<file path="config.mk">
export PLATFORM = sky130hd
export DESIGN_NAME = jesd_link_loopback
export DESIGN_NICKNAME = d
export VERILOG_FILES = /design/src/design/jesd_pkg.sv /design/src/design/jesd_tx_transport.sv /design/src/design/jesd_lane_scrambler.sv /design/src/design/jesd_rx_transport.sv /design/src/design/jesd_link_loopback.sv
export SDC_FILE = /design/constraint.sdc
export NUM_CORES = 1
export LEC_CHECK = 0
export BUFFER_PORTS_ARGS = -buffer_cell sky130_fd_sc_hd__buf_2
export CAP_MARGIN = 20
export CORE_ASPECT_RATIO = 2
export CORE_MARGIN = 3
export CORE_UTILIZATION = 45
export DETAILED_ROUTE_END_ITERATION = 8
export GPL_TIMING_DRIVEN = 0
export PLACE_DENSITY_LB_ADDON = 0.15
export RECOVER_POWER = 50
export SYNTH_ARGS = -nofsm -noshare
export SYNTH_HDL_FRONTEND = slang
export SYNTH_HIERARCHICAL = 1
export SYNTH_SLANG_ARGS = --single-unit
</file>
<file path="constraint.sdc">
create_clock -name device_clk -period 1.8 [get_ports device_clk]
set_input_delay 0.36 -clock device_clk [delete_from_list [all_inputs] [get_ports device_clk]]
set_output_delay 0.36 -clock device_clk [all_outputs]
set_load 0.01 [all_outputs]
</file>
<file path="src/design/jesd_pkg.sv">
// ********************
// Shared widths and beat types for the JESD204-style loopback data path.
// Imported by every transport, scrambler and top-level module and by the
// testbench, so that both sides agree on the lane word layout.
// ********************

`default_nettype none

package jesd_pkg;

  // Converter sample width, matching the DMA sample width of the converters
  localparam int sample_w = 16;

  // One lane word carries four octets per device_clk cycle
  localparam int lane_w = 32;
  localparam int octets_per_lane = lane_w / 8;

  // Length of the scrambler history for 1 + x^14 + x^15
  localparam int scr_hist_w = 15;

  typedef logic [sample_w-1:0] sample_t;

  // The same lane word seen as one bit vector or as four octets
  // Octet 3 sits in bits 31:24 and is the first octet on the lane
  typedef union packed {
    logic [lane_w-1:0] word;
    logic [octets_per_lane-1:0][7:0] octet;
  } lane_word_u;

  // One lane word plus the controls that travel with it
  typedef struct packed {
    logic valid;
    logic scr_en;
    lane_word_u data;
  } lane_beat_t;

  // Controls of one sample beat
  // The sample array travels beside it because its shape is parameterized
  typedef struct packed {
    logic valid;
    logic scr_en;
  } sample_beat_t;

endpackage

`default_nettype wire

</file>
<file path="src/design/jesd_tx_transport.sv">
// ********************
// Transmit transport layer. Packs one beat of converter samples into
// num_lanes lane words and registers them, one cycle of latency.
// ********************

`default_nettype none

module jesd_tx_transport #(
  parameter int num_conv = 4,
  parameter int num_lanes = 4,
  localparam int samples_per_conv =
    (num_lanes * jesd_pkg::lane_w) / (num_conv * jesd_pkg::sample_w)
) (
  input  logic                   device_clk,
  input  logic                   arst_n,
  input  jesd_pkg::sample_beat_t in_beat,
  input  jesd_pkg::sample_t      in_samples [num_conv][samples_per_conv],
  output jesd_pkg::lane_beat_t   tx_lanes [num_lanes]
);

  import jesd_pkg::*;

  // Lane words before the output register
  lane_word_u packed_words [num_lanes];

  // ********************
  // Packing
  // ********************

  // Sample k owns flat octets 2k (high byte) and 2k+1 (low byte)
  // Flat octet b lands in lane b / 4 at octet position 3 - b % 4,
  // so the lowest flat octet of a lane goes out first
  always_comb begin
    int hi_oct;
    int lo_oct;
    for (int l = 0; l < num_lanes; l++) begin
      packed_words[l].word = '0;
    end
    for (int c = 0; c < num_conv; c++) begin
      for (int s = 0; s < samples_per_conv; s++) begin
        hi_oct = 2 * (c * samples_per_conv + s);
        lo_oct = hi_oct + 1;
        packed_words[hi_oct / octets_per_lane].octet[octets_per_lane - 1 -
          hi_oct % octets_per_lane] = in_samples[c][s][sample_w-1:8];
        packed_words[lo_oct / octets_per_lane].octet[octets_per_lane - 1 -
          lo_oct % octets_per_lane] = in_samples[c][s][7:0];
      end
    end
  end

  // ********************
  // Output register
  // ********************

  // Every lane carries a copy of the beat controls so the lanes stay in lockstep
  always_ff @(posedge device_clk or negedge arst_n) begin
    if (!arst_n) begin
      for (int l = 0; l < num_lanes; l++) begin
        tx_lanes[l] <= '0;
      end
    end else begin
      for (int l = 0; l < num_lanes; l++) begin
        tx_lanes[l].valid  <= in_beat.valid;
        tx_lanes[l].scr_en <= in_beat.scr_en;
        tx_lanes[l].data   <= packed_words[l];
      end
    end
  end

endmodule

`default_nettype wire

</file>
<file path="src/design/jesd_lane_scrambler.sv">
// ********************
// Self-synchronous scrambler for one lane, polynomial 1 + x^14 + x^15.
// With descramble set the same block undoes the scrambling on the receive side.
// ********************

`default_nettype none

module jesd_lane_scrambler #(
  parameter bit descramble = 1'b0
) (
  input  logic                 device_clk,
  input  logic                 arst_n,
  input  jesd_pkg::lane_beat_t lane_in,
  output jesd_pkg::lane_beat_t lane_out
);

  import jesd_pkg::*;

  // Bit 0 holds the most recent lane bit and bit 14 the oldest
  logic [scr_hist_w-1:0] hist_q;
  logic [scr_hist_w-1:0] hist_next;
  logic [lane_w-1:0]     word_next;

  // ********************
  // Bit recursion
  // ********************

  // Bits are processed in transmit order, MSB first
  // Each output bit is the input bit XOR the lane bits 14 and 15 positions back
  always_comb begin
    logic in_bit;
    logic out_bit;
    logic feedback;
    hist_next = hist_q;
    word_next = lane_in.data.word;
    for (int i = lane_w - 1; i >= 0; i--) begin
      in_bit   = lane_in.data.word[i];
      feedback = hist_next[13] ^ hist_next[14];
      if (lane_in.scr_en) begin
        out_bit = in_bit ^ feedback;
      end else begin
        out_bit = in_bit;
      end
      word_next[i] = out_bit;
      // The history always follows the bits as they appear on the lane,
      // which is the output when scrambling and the input when descrambling
      if (descramble) begin
        hist_next = {hist_next[scr_hist_w-2:0], in_bit};
      end else begin
        hist_next = {hist_next[scr_hist_w-2:0], out_bit};
      end
    end
  end

  // ********************
  // Registers
  // ********************

  always_ff @(posedge device_clk or negedge arst_n) begin
    if (!arst_n) begin
      hist_q   <= '0;
      lane_out <= '0;
    end else begin
      // Bubbles leave the history alone
      if (lane_in.valid) begin
        hist_q <= hist_next;
      end
      lane_out.valid     <= lane_in.valid;
      lane_out.scr_en    <= lane_in.scr_en;
      lane_out.data.word <= word_next;
    end
  end

endmodule

`default_nettype wire

</file>
<file path="src/design/jesd_rx_transport.sv">
// ********************
// Receive transport layer. Gathers the octets of each sample back out of
// the lane words and registers the samples, one cycle of latency.
// ********************

`default_nettype none

module jesd_rx_transport #(
  parameter int num_conv = 4,
  parameter int num_lanes = 4,
  localparam int samples_per_conv =
    (num_lanes * jesd_pkg::lane_w) / (num_conv * jesd_pkg::sample_w)
) (
  input  logic                   device_clk,
  input  logic                   arst_n,
  input  jesd_pkg::lane_beat_t   rx_lanes [num_lanes],
  output jesd_pkg::sample_beat_t out_beat,
  output jesd_pkg::sample_t      out_samples [num_conv][samples_per_conv]
);

  import jesd_pkg::*;

  // Samples rebuilt from the lane words before the output register
  sample_t unpacked [num_conv][samples_per_conv];

  // ********************
  // Unpacking
  // ********************

  // Inverse of the transmit packing: flat octet 2k is the high byte of
  // sample k and flat octet 2k+1 its low byte
  always_comb begin
    int hi_oct;
    int lo_oct;
    for (int c = 0; c < num_conv; c++) begin
      for (int s = 0; s < samples_per_conv; s++) begin
        hi_oct = 2 * (c * samples_per_conv + s);
        lo_oct = hi_oct + 1;
        unpacked[c][s][sample_w-1:8] = rx_lanes[hi_oct / octets_per_lane].data.octet[
          octets_per_lane - 1 - hi_oct % octets_per_lane];
        unpacked[c][s][7:0] = rx_lanes[lo_oct / octets_per_lane].data.octet[
          octets_per_lane - 1 - lo_oct % octets_per_lane];
      end
    end
  end

  // ********************
  // Output register
  // ********************

  // All lanes move in lockstep, so lane 0 speaks for the beat controls
  always_ff @(posedge device_clk or negedge arst_n) begin
    if (!arst_n) begin
      out_beat    <= '0;
      out_samples <= '{default: '0};
    end else begin
      out_beat.valid  <= rx_lanes[0].valid;
      out_beat.scr_en <= rx_lanes[0].scr_en;
      out_samples     <= unpacked;
    end
  end

endmodule

`default_nettype wire

</file>
<file path="src/design/jesd_link_loopback.sv">
// ********************
// Loopback top: transmit transport, per-lane scramblers and descramblers,
// then receive transport. The scrambled lanes are exposed on lane_out.
// Latency is 2 cycles to lane_out and 4 cycles to out_beat.
// ********************

`default_nettype none

module jesd_link_loopback #(
  parameter int num_conv = 4,
  parameter int num_lanes = 4,
  localparam int samples_per_conv =
    (num_lanes * jesd_pkg::lane_w) / (num_conv * jesd_pkg::sample_w)
) (
  input  logic                   device_clk,
  input  logic                   arst_n,
  input  jesd_pkg::sample_beat_t in_beat,
  input  jesd_pkg::sample_t      in_samples [num_conv][samples_per_conv],
  output jesd_pkg::lane_beat_t   lane_out [num_lanes],
  output jesd_pkg::sample_beat_t out_beat,
  output jesd_pkg::sample_t      out_samples [num_conv][samples_per_conv]
);

  import jesd_pkg::*;

  // Lane beats between the stages
  lane_beat_t tx_lanes  [num_lanes];
  lane_beat_t scr_lanes [num_lanes];
  lane_beat_t rx_lanes  [num_lanes];

  jesd_tx_transport #(
    .num_conv  (num_conv),
    .num_lanes (num_lanes)
  ) i_tx_transport (
    .device_clk (device_clk),
    .arst_n     (arst_n),
    .in_beat    (in_beat),
    .in_samples (in_samples),
    .tx_lanes   (tx_lanes)
  );

  // ********************
  // Per-lane scrambling
  // ********************

  for (genvar l = 0; l < num_lanes; l++) begin : g_lane
    jesd_lane_scrambler #(
      .descramble (1'b0)
    ) i_scrambler (
      .device_clk (device_clk),
      .arst_n     (arst_n),
      .lane_in    (tx_lanes[l]),
      .lane_out   (scr_lanes[l])
    );

    // The lanes loop straight back into the receive side
    jesd_lane_scrambler #(
      .descramble (1'b1)
    ) i_descrambler (
      .device_clk (device_clk),
      .arst_n     (arst_n),
      .lane_in    (scr_lanes[l]),
      .lane_out   (rx_lanes[l])
    );
  end

  assign lane_out = scr_lanes;

  jesd_rx_transport #(
    .num_conv  (num_conv),
    .num_lanes (num_lanes)
  ) i_rx_transport (
    .device_clk  (device_clk),
    .arst_n      (arst_n),
    .rx_lanes    (rx_lanes),
    .out_beat    (out_beat),
    .out_samples (out_samples)
  );

endmodule

`default_nettype wire

</file>
**Word level (Yosys, flattened, before mapping)**

Index checks and enable logic that the tools add are counted.

- Memory bits (writable): 0
- Output and inout bits: 266
- Latch bits: 0
- Input bits: 132
- Bits in read-only memories: 0
- Memories: 0
- Bits in registers: 640
- Logic and storage cells: 804

- Multipliers: 0
- Magnitude comparators: 0
- Shift operators: 0
- Multiplexer cells: 256
- Bitwise operators: 512
- $add $sub $neg: 0
- Div/mod/pow operators: 0
- Equality and inequality tests: 0
- Reductions and logical operators: 0

Operators by type and width:

| cell | count |
|---|---|
| bitwise XOR 1 bit | 512 |
| 2-to-1 mux 1 bit | 256 |

**Longest topological paths before layout**

Gate-level depths: netlist of the first run.

- Word-level depth: 9
- Depth in mapped cells: 8
- Gate-level depth less buffers: 6

**By module**

Netlist of the first run, hierarchy kept.

Modules (own cells, without submodules):

| module | cells an instance | seq. area each (µm²) | instances | area each (µm²) |
|---|---|---|---|---|
| jesd_lane_scrambler at g_lane[0].i_scrambler ... | 240 | 1226.2 | 4 | 2622.5 |
| jesd_lane_scrambler at g_lane[0].i_descrambler ... | 165 | 1226.2 | 4 | 2159.6 |
| jesd_tx_transport | 136 | 3253.1 | 1 | 3298.2 |
| jesd_rx_transport | 130 | 3253.1 | 1 | 3253.1 |

**Least setup slack after synthesis of the first run**

No wires, ideal clock.

- Kind: register to register
- Start point: reg i_tx_transport/tx_lanes[66] (netlist name)
- End point: reg g_lane[0].i_scrambler/lane_out[2] (netlist name)
- Period minus slack after synthesis: 1.887 ns
- Buffers on the path: 3
- Path slack: -0.087 ns
- Setup time: 0.123 ns
- Arrival: 1.764 ns
- Required time: 1.677 ns
- Cell stages (with the launch flop): 9
- Path through: dfrtp_1 buf_4 buf_2 inv_1 clkbuf_4 or3_1 a211oi_2 o21ai_1 xnor2_1

==> flow_summary.json, run 1 <==
{
  "reg2reg_setup_slack_ps": -190,
  "start_util_pct": 45.82,
  "leakage_uw": 0.01510,
  "irDropWorstVdd_uv": 1044,
  "io_buffers": 397,
  "io_pins": 398,
  "multi_input_area_um2": 9598,
  "nNetsFinal": 2649,
  "p_sw_uw": 21680,
  "areaGrowthSynthToFinish_pct": 30.68,
  "placedCellCount": 3026,
  "pwr-share-seq_pct": 41.2,
  "die_width_um": 174.4,
  "grt_pass1_vias": 16754,
  "mostFrequentLayoutCells": "dfrtp_1, buf_2, xnor2_1, nand2_1, xor2_1",
  "period_share_pct": 110.3,
  "cp_data_arrival_time_ps": 2480,
  "setup_tns_ps": -3371,
  "power_density_nw_per_um2": 1855,
  "post-route-min-period_ps": 1986,
  "r2r-start": "i_tx_transport/tx_lanes[66]$_DFF_PN0_",
  "slew_headroom_pct": 16.87,
  "clockBufferDepth": 3,
  "fin_cells": 3312,
  "total_power_uw": 61880,
  "clock_latency_ps": 590,
  "dp_worst_setup_slack_ps": -671.3,
  "outcome": "finished, violations left",
  "num_rows": 122,
  "cp_max_fo": 5,
  "finalSetupViolations": 50,
  "core-area_um2": 55720,
  "hold_viol": 0,
  "finalClockSkew_ps": 18.28,
  "grt_pass1_wl_um": 94270,
  "finalWorstSetupSlack_ps": -185.7,
  "grt_max_degree": 128,
  "drive_gt1_share_pct": 33.52,
  "clkPwrFrac_pct": 20.0,
  "drc": 0,
  "intPower_uw": 40200,
  "synthCells": 1880,
  "via_per_inst": 4.657,
  "register_area_um2": 16200,
  "yosysWarnings": 6,
  "hpwl_um": 43970,
  "routedWlPerCell_um": 18.25,
  "swShare_pct": 35.04,
  "worst_setup_path_end_kind": "flop",
  "n_fill_cell": 4434,
  "path_clk_slew_ps": 70,
  "cts_root_buf": "clkbuf_16",
  "rsz0062_at_grt": "true",
  "synth_area_per_cell_um2": 13.58,
  "place_congestion": 0.8500,
  "r2r-end": "g_lane[0].i_scrambler/lane_out[2]$_DFF_PN0_",
  "synth_nets": 2012,
  "cp-start-kind": "flop",
  "final_max_slew_viol_count": 0,
  "max-cap-violations": 0,
  "cts_buffers": 56,
  "combPwrFrac_pct": 38.8,
  "rr_worst_depth": 9,
  "design.die.area_um2": 59800,
  "firstDrtPassIters": 4,
  "cts_tree": "built",
  "drt_iter0_markers": 557,
  "violations": "setup timing",
  "synthesis.area_um2": 25530,
  "hold_buffers": 130,
  "cts-htree-levels": 2,
  "vias": 15423,
  "ant_nets": 0,
  "worstMarginPinSlew_ps": 1247,
  "routed_wl_um": 60430,
  "grt_usage_pct": 20.20,
  "required_ps": 2290,
  "fmax_ghz": 0.5036,
  "antenna_found_initial": 10,
  "final_common_cell": "dfrtp_1",
  "hold_class": "in2async",
  "critical_path_class": "reg2reg",
  "fp.dieH_um": 342.8,
  "clock-sinks": 646,
  "grt-ovfl-total": 0
}
## worst max path at each step
stage                                                        to                             startpoint  cells past startpoint
finish              g_lane[0].i_scrambler/lane_out[2]$_DFF_PN0_  i_tx_transport/tx_lanes[66]$_DFF_PN0_                      9
global placement         i_tx_transport/tx_lanes[125]$_DFF_PN0_                                 arst_n                      1
floorplan           g_lane[3].i_scrambler/lane_out[2]$_DFF_PN0_  i_tx_transport/tx_lanes[66]$_DFF_PN0_                      7
CTS                 g_lane[0].i_scrambler/hist_q[2]$_DFFE_PN0P_  i_tx_transport/tx_lanes[66]$_DFF_PN0_                      8
global route        g_lane[2].i_scrambler/hist_q[2]$_DFFE_PN0P_  i_tx_transport/tx_lanes[66]$_DFF_PN0_                      9
detailed placement  g_lane[0].i_scrambler/lane_out[2]$_DFF_PN0_  i_tx_transport/tx_lanes[66]$_DFF_PN0_                      6
## flip-flops by register name, summed over array words and instances (netlist names)
register,cells
i_rx_transport/out_beat,2
g_lane.i_descrambler/lane_out,130
i_rx_transport/out_samples,128
g_lane.i_scrambler/lane_out,136
g_lane.i_scrambler/hist_q,60
i_tx_transport/tx_lanes,130
g_lane.i_descrambler/hist_q,60
## metal layers
layer  track usage (%)  routed length (um)  share of wire (%)
met5                 0                  41              0.068
met1             22.95               22280                 37
met4             6.292                1761                2.9
met3             3.666                3184                5.3
met2             38.20               33170                 55
## through the flow
stage | util, % | cell area [um^2] | hold slack [ps]
global placement | 51.15 | 28500 | 331.2
finish | 59.88 | 33360 | 43.26
CTS | 58.95 | 32850 | -225.1
floorplan | - | 25580 | 64.41
global route | 59.87 | 33350 | 134.1
detailed placement | 51.42 | 28650 | 334.7
## power by group through the flow
stage | sequential [uW] | combinational (uW) | clock, uW
6_report | 25500 | 24000 | 12400
5_1_grt | 26200 | 26200 | 13400
4_1_cts | 25500 | 23400 | 12800
3_5_place_dp | 25500 | 21700 | 0
3_3_place_gp | 25400 | 21300 | 0
2_1_floorplan | 25600 | 14000 | 0
## worst max-delay path, stage by stage (launching register included)
cell	delay, ps
dfrtp_2	410
buf_12	130
buf_6	90
buf_8	100
inv_6	40
clkbuf_16	150
or3_4	400
a211oi_4	270
o21ai_2	100
xnor2_1	190
## layout make-up
class | count | share of cell area (%)
diodes | 8 | 0.06001
plain buffers | 86 | 1.875
clock buffers | 74 | 4.857
clock inverters | 27 | 0.8813
inverters | 24 | 0.3525
multi-input cells | 1108 | 28.77
flip-flops and latches | 646 | 48.55
well taps | 744 | 2.790
repair buffers | 595 | 11.86
## timing repair
item                                    4_1_cts  5_1_grt
gates resized for setup                     165       84
endpoints found under the setup margin      172       84
gates cloned                                  3        0
pin swaps                                    60       46
buffers inserted                             31       29
endpoints found under the hold margin       210       80
Note: power is estimated with default switching activity, not from simulation.
==> inputs of run 2 (changes only) <==
--- a/config.mk
+++ b/config.mk
@@ -8,7 +8,7 @@
 export BUFFER_PORTS_ARGS = -buffer_cell sky130_fd_sc_hd__buf_2
 export CAP_MARGIN = 20
 export CORE_ASPECT_RATIO = 2
-export CORE_MARGIN = 3
+export CORE_MARGIN = 8
 export CORE_UTILIZATION = 45
 export DETAILED_ROUTE_END_ITERATION = 8
 export GPL_TIMING_DRIVEN = 0
==> flow_summary.json, run 2 (same netlist as run 1, synthesis figures left out) <==
{
  "cp-start-kind": "flop",
  "clock-sinks": 646,
  "path_clk_slew_ps": 70,
  "place_congestion": 0.8495,
  "drc": 0,
  "leakage_uw": 0.01518,
  "design.die.area_um2": 65070,
  "violations": "hold timing, setup timing",
  "grt_pass1_wl_um": 97280,
  "post-route-min-period_ps": 1973,
  "whs_ps": -274.6,
  "areaGrowthSynthToFinish_pct": 31.24,
  "top_layer_used": "met5",
  "grt_max_degree": 129,
  "final_max_slew_viol_count": 0,
  "via_per_inst": 4.607,
  "ant_nets": 0,
  "utilization_pct": 59.65,
  "cp_data_arrival_time_ps": 2460,
  "start_util_pct": 45.45,
  "clock_latency_ps": 600,
  "power_density_nw_per_um2": 1871,
  "dr_wl_met3_um": 3933,
  "worst_setup_path_end_kind": "flop",
  "fin_cells": 3329,
  "hold_buffers": 130,
  "required_ps": 2280,
  "firstDrtPassIters": 6,
  "reg2reg_setup_slack_ps": -170,
  "period_share_pct": 109.6,
  "critical_path_class": "reg2reg",
  "finalWorstSetupSlack_ps": -173.1,
  "met2_wirelength_um": 33650,
  "drt_iter0_markers": 524,
  "mostFrequentLayoutCells": "dfrtp_1, buf_2, xnor2_1, nand2_1, xor2_1",
  "die_width_um": 184.4,
  "hold_class": "in2async",
  "placedCellCount": 3032,
  "drt-met1-wl_um": 22820,
  "largest_reg_flops": 136,
  "num_rows": 123,
  "hpwl_um": 45460,
  "cts_tree": "built",
  "drive_gt1_share_pct": 33.49,
  "clockBufferDepth": 3,
  "cts-htree-levels": 2,
  "outcome": "finished, violations left",
  "grt-ovfl-total": 0,
  "finalSetupViolations": 24,
  "rr_worst_depth": 8,
  "grt_usage_pct": 19.18,
  "worstMarginPinSlew_ps": 664.1,
  "r2r-start": "i_tx_transport/tx_lanes[66]$_DFF_PN0_",
  "io_buffers": 397,
  "cp_max_fo": 5,
  "fin_area_um2": 33510,
  "rsz0062_at_grt": "true",
  "hold_viol": 70,
  "finalClockSkew_ps": 13.99,
  "fmax_ghz": 0.5068,
  "dp_worst_setup_slack_ps": -674.4,
  "io_pins": 398,
  "largest_register": "g_lane.i_scrambler/lane_out",
  "r2r-end": "g_lane[0].i_scrambler/lane_out[2]$_DFF_PN0_",
  "routedWlPerCell_um": 18.64,
  "nNetsFinal": 2655,
  "cts_buffers": 56,
  "max-cap-violations": 0,
  "antenna_found_initial": 10,
  "grt_pass1_vias": 17155,
  "top_regs": "g_lane.i_scrambler/lane_out x136, g_lane.i_descrambler/lane_out x130, i_tx_transport/tx_lanes x130",
  "vias": 15337,
  "slew_headroom_pct": 55.73,
  "routed_wl_um": 62040,
  "dpl_cell_area_um2": 28660,
  "fp.dieH_um": 352.8,
  "irDropWorstVdd_uv": 1328,
  "cts_root_buf": "clkbuf_16",
  "final_common_cell": "dfrtp_1",
  "core-area_um2": 56170
}
## run 2: changes by cell type in the layout (fill, tap and decap cells not counted), moves of 4 or more
cell / previous run / this run
buf_4: 50 / 59
buf_2: 392 / 396
buf_6: 14 / 19
xnor2_2: 40 / 35
bufinv_16: 5 / 9
clkbuf_4: 16 / 9
## run 2: metrics by stage
stage / hold WS (ps) / setup TNS (ps) / power [uW]
after floorplan: 64.41 / 0 / 39540
after global placement: 331.1 / -8142110 / 46950
after detailed placement: 334.7 / -93390 / 47440
after CTS: -282.5 / -2912 / 62440
after global routing: -265.3 / -5189 / 66680
final: -274.6 / -2411 / 62690
## run 2: critical path, cell delays in order (launching register included)
cell and delay (ps):
dfrtp_2 490, buf_6 140, buf_8 100, inv_6 40, buf_8 120, or3_4 410
a211oi_4 300, o21ai_1 130, xnor2_1 130
## run 2: repair_timing
item | in CTS | in global routing
cloned | 1 | 0
pin swaps | 68 | 51
setup buffers | 40 | 26
gates resized for setup | 163 | 83
hold endpoints to repair | 200 | 70
endpoints found under the setup margin | 172 | 70
## run 2: power by group
group / switching (uW) / internal [uW]
clock: 5360 / 7630
combinational: 11600 / 12600
sequential: 4900 / 20500
total: 21900 / 40800
## run 2: worst max-delay path by stage
stage / from / to / slack [ps] / cells after the start
6_report: i_tx_transport/tx_lanes[66]$_DFF_PN0_ / g_lane[0].i_scrambler/lane_out[2]$_DFF_PN0_ / -170 / 8
5_1_grt: i_tx_transport/tx_lanes[66]$_DFF_PN0_ / g_lane[0].i_scrambler/hist_q[2]$_DFFE_PN0P_ / -240 / 8
4_1_cts: i_tx_transport/tx_lanes[66]$_DFF_PN0_ / g_lane[0].i_scrambler/hist_q[2]$_DFFE_PN0P_ / -230 / 8
3_5_place_dp: i_tx_transport/tx_lanes[66]$_DFF_PN0_ / g_lane[0].i_scrambler/hist_q[3]$_DFFE_PN0P_ / -670 / 6
3_3_place_gp: arst_n / i_rx_transport/out_samples[39]$_DFF_PN0_ / -12590 / 1
2_1_floorplan: i_tx_transport/tx_lanes[66]$_DFF_PN0_ / g_lane[3].i_scrambler/lane_out[2]$_DFF_PN0_ / 0.2 / 7
## run 2: routing by layer
| metal | up-vias | GRT usage (%) |
|---|---|---|
| li1 | 7203 | - |
| met1 | 7620 | 21.43 |
| met2 | 405 | 35.79 |
| met3 | 105 | 3.878 |
| met4 | 4 | 5.701 |
| met5 | - | 0 |
## run 2: layout make-up
cell class | count | area, um^2
multi-input cells | 1108 | 9609
fillers | 4438 | 22670
plain buffers | 88 | 643.1
clock inverters | 28 | 401.6
repair buffers | 599 | 3966
clock buffers | 78 | 1625
flip-flops and latches | 646 | 16190
well taps | 750 | 938.4
inverters | 24 | 107.6
diodes | 8 | 20.02
==> inputs of run 3 (changes only) <==
==> constraint.sdc (replaced) <==
create_clock -name device_clk -period 1.8 [get_ports device_clk]
set_input_delay 0.09 -clock device_clk [delete_from_list [all_inputs] [get_ports device_clk]]
set_output_delay 0.09 -clock device_clk [all_outputs]
set_load 0.01 [all_outputs]
==> flow_summary.json, run 3 (same netlist as run 1, synthesis figures left out) <==
{
  "worstMarginPinSlew_ps": 1069,
  "violations": "setup timing",
  "grt_max_degree": 129,
  "final_max_slew_viol_count": 0,
  "finalClockSkew_ps": 15.50,
  "gr-usage-met3_pct": 3.930,
  "io_buffers": 397,
  "max_stage_delay_ps": 460,
  "outcome": "finished, violations left",
  "total_power_uw": 61820,
  "max-cap-violations": 0,
  "finalSetupViolations": 27,
  "critical_path_class": "reg2reg",
  "num_rows": 123,
  "start_util_pct": 45.45,
  "mostFrequentLayoutCells": "dfrtp_1, buf_2, xnor2_1, nand2_1, xor2_1",
  "core-area_um2": 56170,
  "irDropWorstVdd_uv": 1322,
  "hold_viol": 0,
  "cts-htree-levels": 2,
  "r2r-start": "i_tx_transport/tx_lanes[133]$_DFF_PN0_",
  "cp_top_family": "simple AND/OR/NAND/NOR gates",
  "hold_class": "in2async",
  "reg2reg_setup_slack_ps": -170,
  "rsz0062_at_grt": "true",
  "cts_root_buf": "clkbuf_16",
  "slowest_stage": "dfrtp_2",
  "hpwl_um": 45460,
  "io_pins": 398,
  "placedCellCount": 3032,
  "antenna_found_initial": 10,
  "r2r-end": "g_lane[0].i_scrambler/hist_q[2]$_DFFE_PN0P_",
  "fmax_ghz": 0.5080,
  "clockBufferDepth": 3,
  "nNetsFinal": 2637,
  "combPwrFrac_pct": 37.9,
  "met1_usage_pct": 21.37,
  "fin_cells": 3312,
  "top_regs": "g_lane.i_scrambler/lane_out x136, g_lane.i_descrambler/lane_out x130, i_tx_transport/tx_lanes x130",
  "power_density_nw_per_um2": 1874,
  "cts_tree": "built",
  "fp.dieH_um": 352.8,
  "areaGrowthSynthToFinish_pct": 29.19,
  "cp.buffers_inverters": 0,
  "post-route-min-period_ps": 1969,
  "pwr-share-seq_pct": 41.1,
  "grt_usage_pct": 19.19,
  "swShare_pct": 35.13,
  "vias": 15292,
  "drive_gt1_share_pct": 29.89,
  "drt_iter0_markers": 529,
  "cp_data_arrival_time_ps": 2440,
  "clkPwrFrac_pct": 21.0,
  "crit_chain": "xnor2_2, xnor2_4, or3_4, a211oi_4, or3_4, nand3_2",
  "p_sw_uw": 21720,
  "finalWorstSetupSlack_ps": -168.5,
  "worst_setup_path_end_kind": "flop",
  "place_congestion": 0.8495,
  "period_share_pct": 109.4,
  "leakage_uw": 0.01476,
  "required_ps": 2270,
  "grt_pass1_vias": 17134,
  "grt_most_used_layer": "met2",
  "routedWlPerCell_um": 18.74,
  "path_clk_slew_ps": 70,
  "design.die.area_um2": 65070,
  "largest_reg_flops": 136,
  "intPower_uw": 40100,
  "routed_wl_um": 62060,
  "clock-sinks": 646,
  "drc": 0,
  "grt_pass1_wl_um": 97150,
  "final_common_cell": "dfrtp_1",
  "cts_buffers": 56,
  "largest_register": "g_lane.i_scrambler/lane_out",
  "grt-ovfl-total": 0,
  "die_width_um": 184.4,
  "via_per_inst": 4.617,
  "cp_max_fo": 4,
  "ant_nets": 0,
  "clock_latency_ps": 600,
  "rr_worst_depth": 6,
  "grt_use_met2_pct": 35.90,
  "utilization_pct": 58.71,
  "worst_path_most_repeated_cell": "or3_4",
  "whs_ps": 38.58,
  "cp-start-kind": "flop",
  "dp_worst_setup_slack_ps": -674.4,
  "firstDrtPassIters": 4,
  "slew_headroom_pct": 28.76
}
## run 3: cell types whose count changed in the layout (fill, tap and decap cells not counted), sizes merged
cell,change
dlygate4sd3,+1
clkbuf,+49
diode,+1
buf,-68
## run 3: worst max path at each step
| stage | end | start | cells after the start | slack, ps |
|---|---|---|---|---|
| floorplan | g_lane[3].i_scrambler/lane_out[2]$_DFF_PN0_ | i_tx_transport/tx_lanes[66]$_DFF_PN0_ | 7 | 0.2 |
| global placement | i_rx_transport/out_samples[39]$_DFF_PN0_ | arst_n | 1 | -12320 |
| detailed placement | g_lane[0].i_scrambler/hist_q[3]$_DFFE_PN0P_ | i_tx_transport/tx_lanes[66]$_DFF_PN0_ | 6 | -670 |
| CTS | g_lane[0].i_scrambler/hist_q[2]$_DFFE_PN0P_ | i_tx_transport/tx_lanes[66]$_DFF_PN0_ | 7 | -170 |
| global route | g_lane[1].i_scrambler/hist_q[2]$_DFFE_PN0P_ | i_tx_transport/tx_lanes[66]$_DFF_PN0_ | 7 | -220 |
| finish | g_lane[0].i_scrambler/hist_q[2]$_DFFE_PN0P_ | i_tx_transport/tx_lanes[133]$_DFF_PN0_ | 6 | -170 |
## run 3: cell type report
cell class              count  area [um^2]
fillers                  4567        23190
flip-flops and latches    646        16200
multi-input cells        1108         9413
repair buffers            582         3756
clock buffers              78         1625
well taps                 750        938.4
plain buffers              87        521.8
clock inverters            28        401.6
inverters                  24        107.6
diodes                      9        22.52
## run 3: worst reg2reg max path: cells and delay by family, from the launching register on
kind	cells	cell delay [ps]
DFF	1	460
xor gates and xnor gates	2	470
AOI/OAI and AO/OA	1	300
and+or+nand+nor	3	620
## run 3: repair_timing
item | in CTS | in global routing
hold buffers | 131 | 0
buffers inserted | 34 | 12
cloned | 2 | 1
endpoints found under the hold margin | 238 | 0
pin swaps | 58 | 38
resized for setup | 153 | 77
endpoints found under the setup margin | 172 | 201
## run 3: layer usage
metal	routed length, um	part of all wire [%]
met1	22840	37
met2	33920	55
met3	3922	6.3
met4	1363	2.2
met5	12	0.019
## run 3: power by group through the flow
stage	clock (uW)	combinational [uW]	sequential (uW)
6_report	13000	23400	25400
5_1_grt	14000	25700	26200
4_1_cts	13400	23600	25400
3_5_place_dp	0	21900	25500
3_3_place_gp	0	21500	25500
2_1_floorplan	0	14000	25600
## run 3: per-stage QoR
stage | cell area (um^2) | TNS [ps]
after CTS | 32890 | -2445
after floorplan | 25580 | 0
after detailed placement | 28660 | -58980
after global routing | 32970 | -8954
after global placement | 28510 | -7967690
final | 32980 | -2239
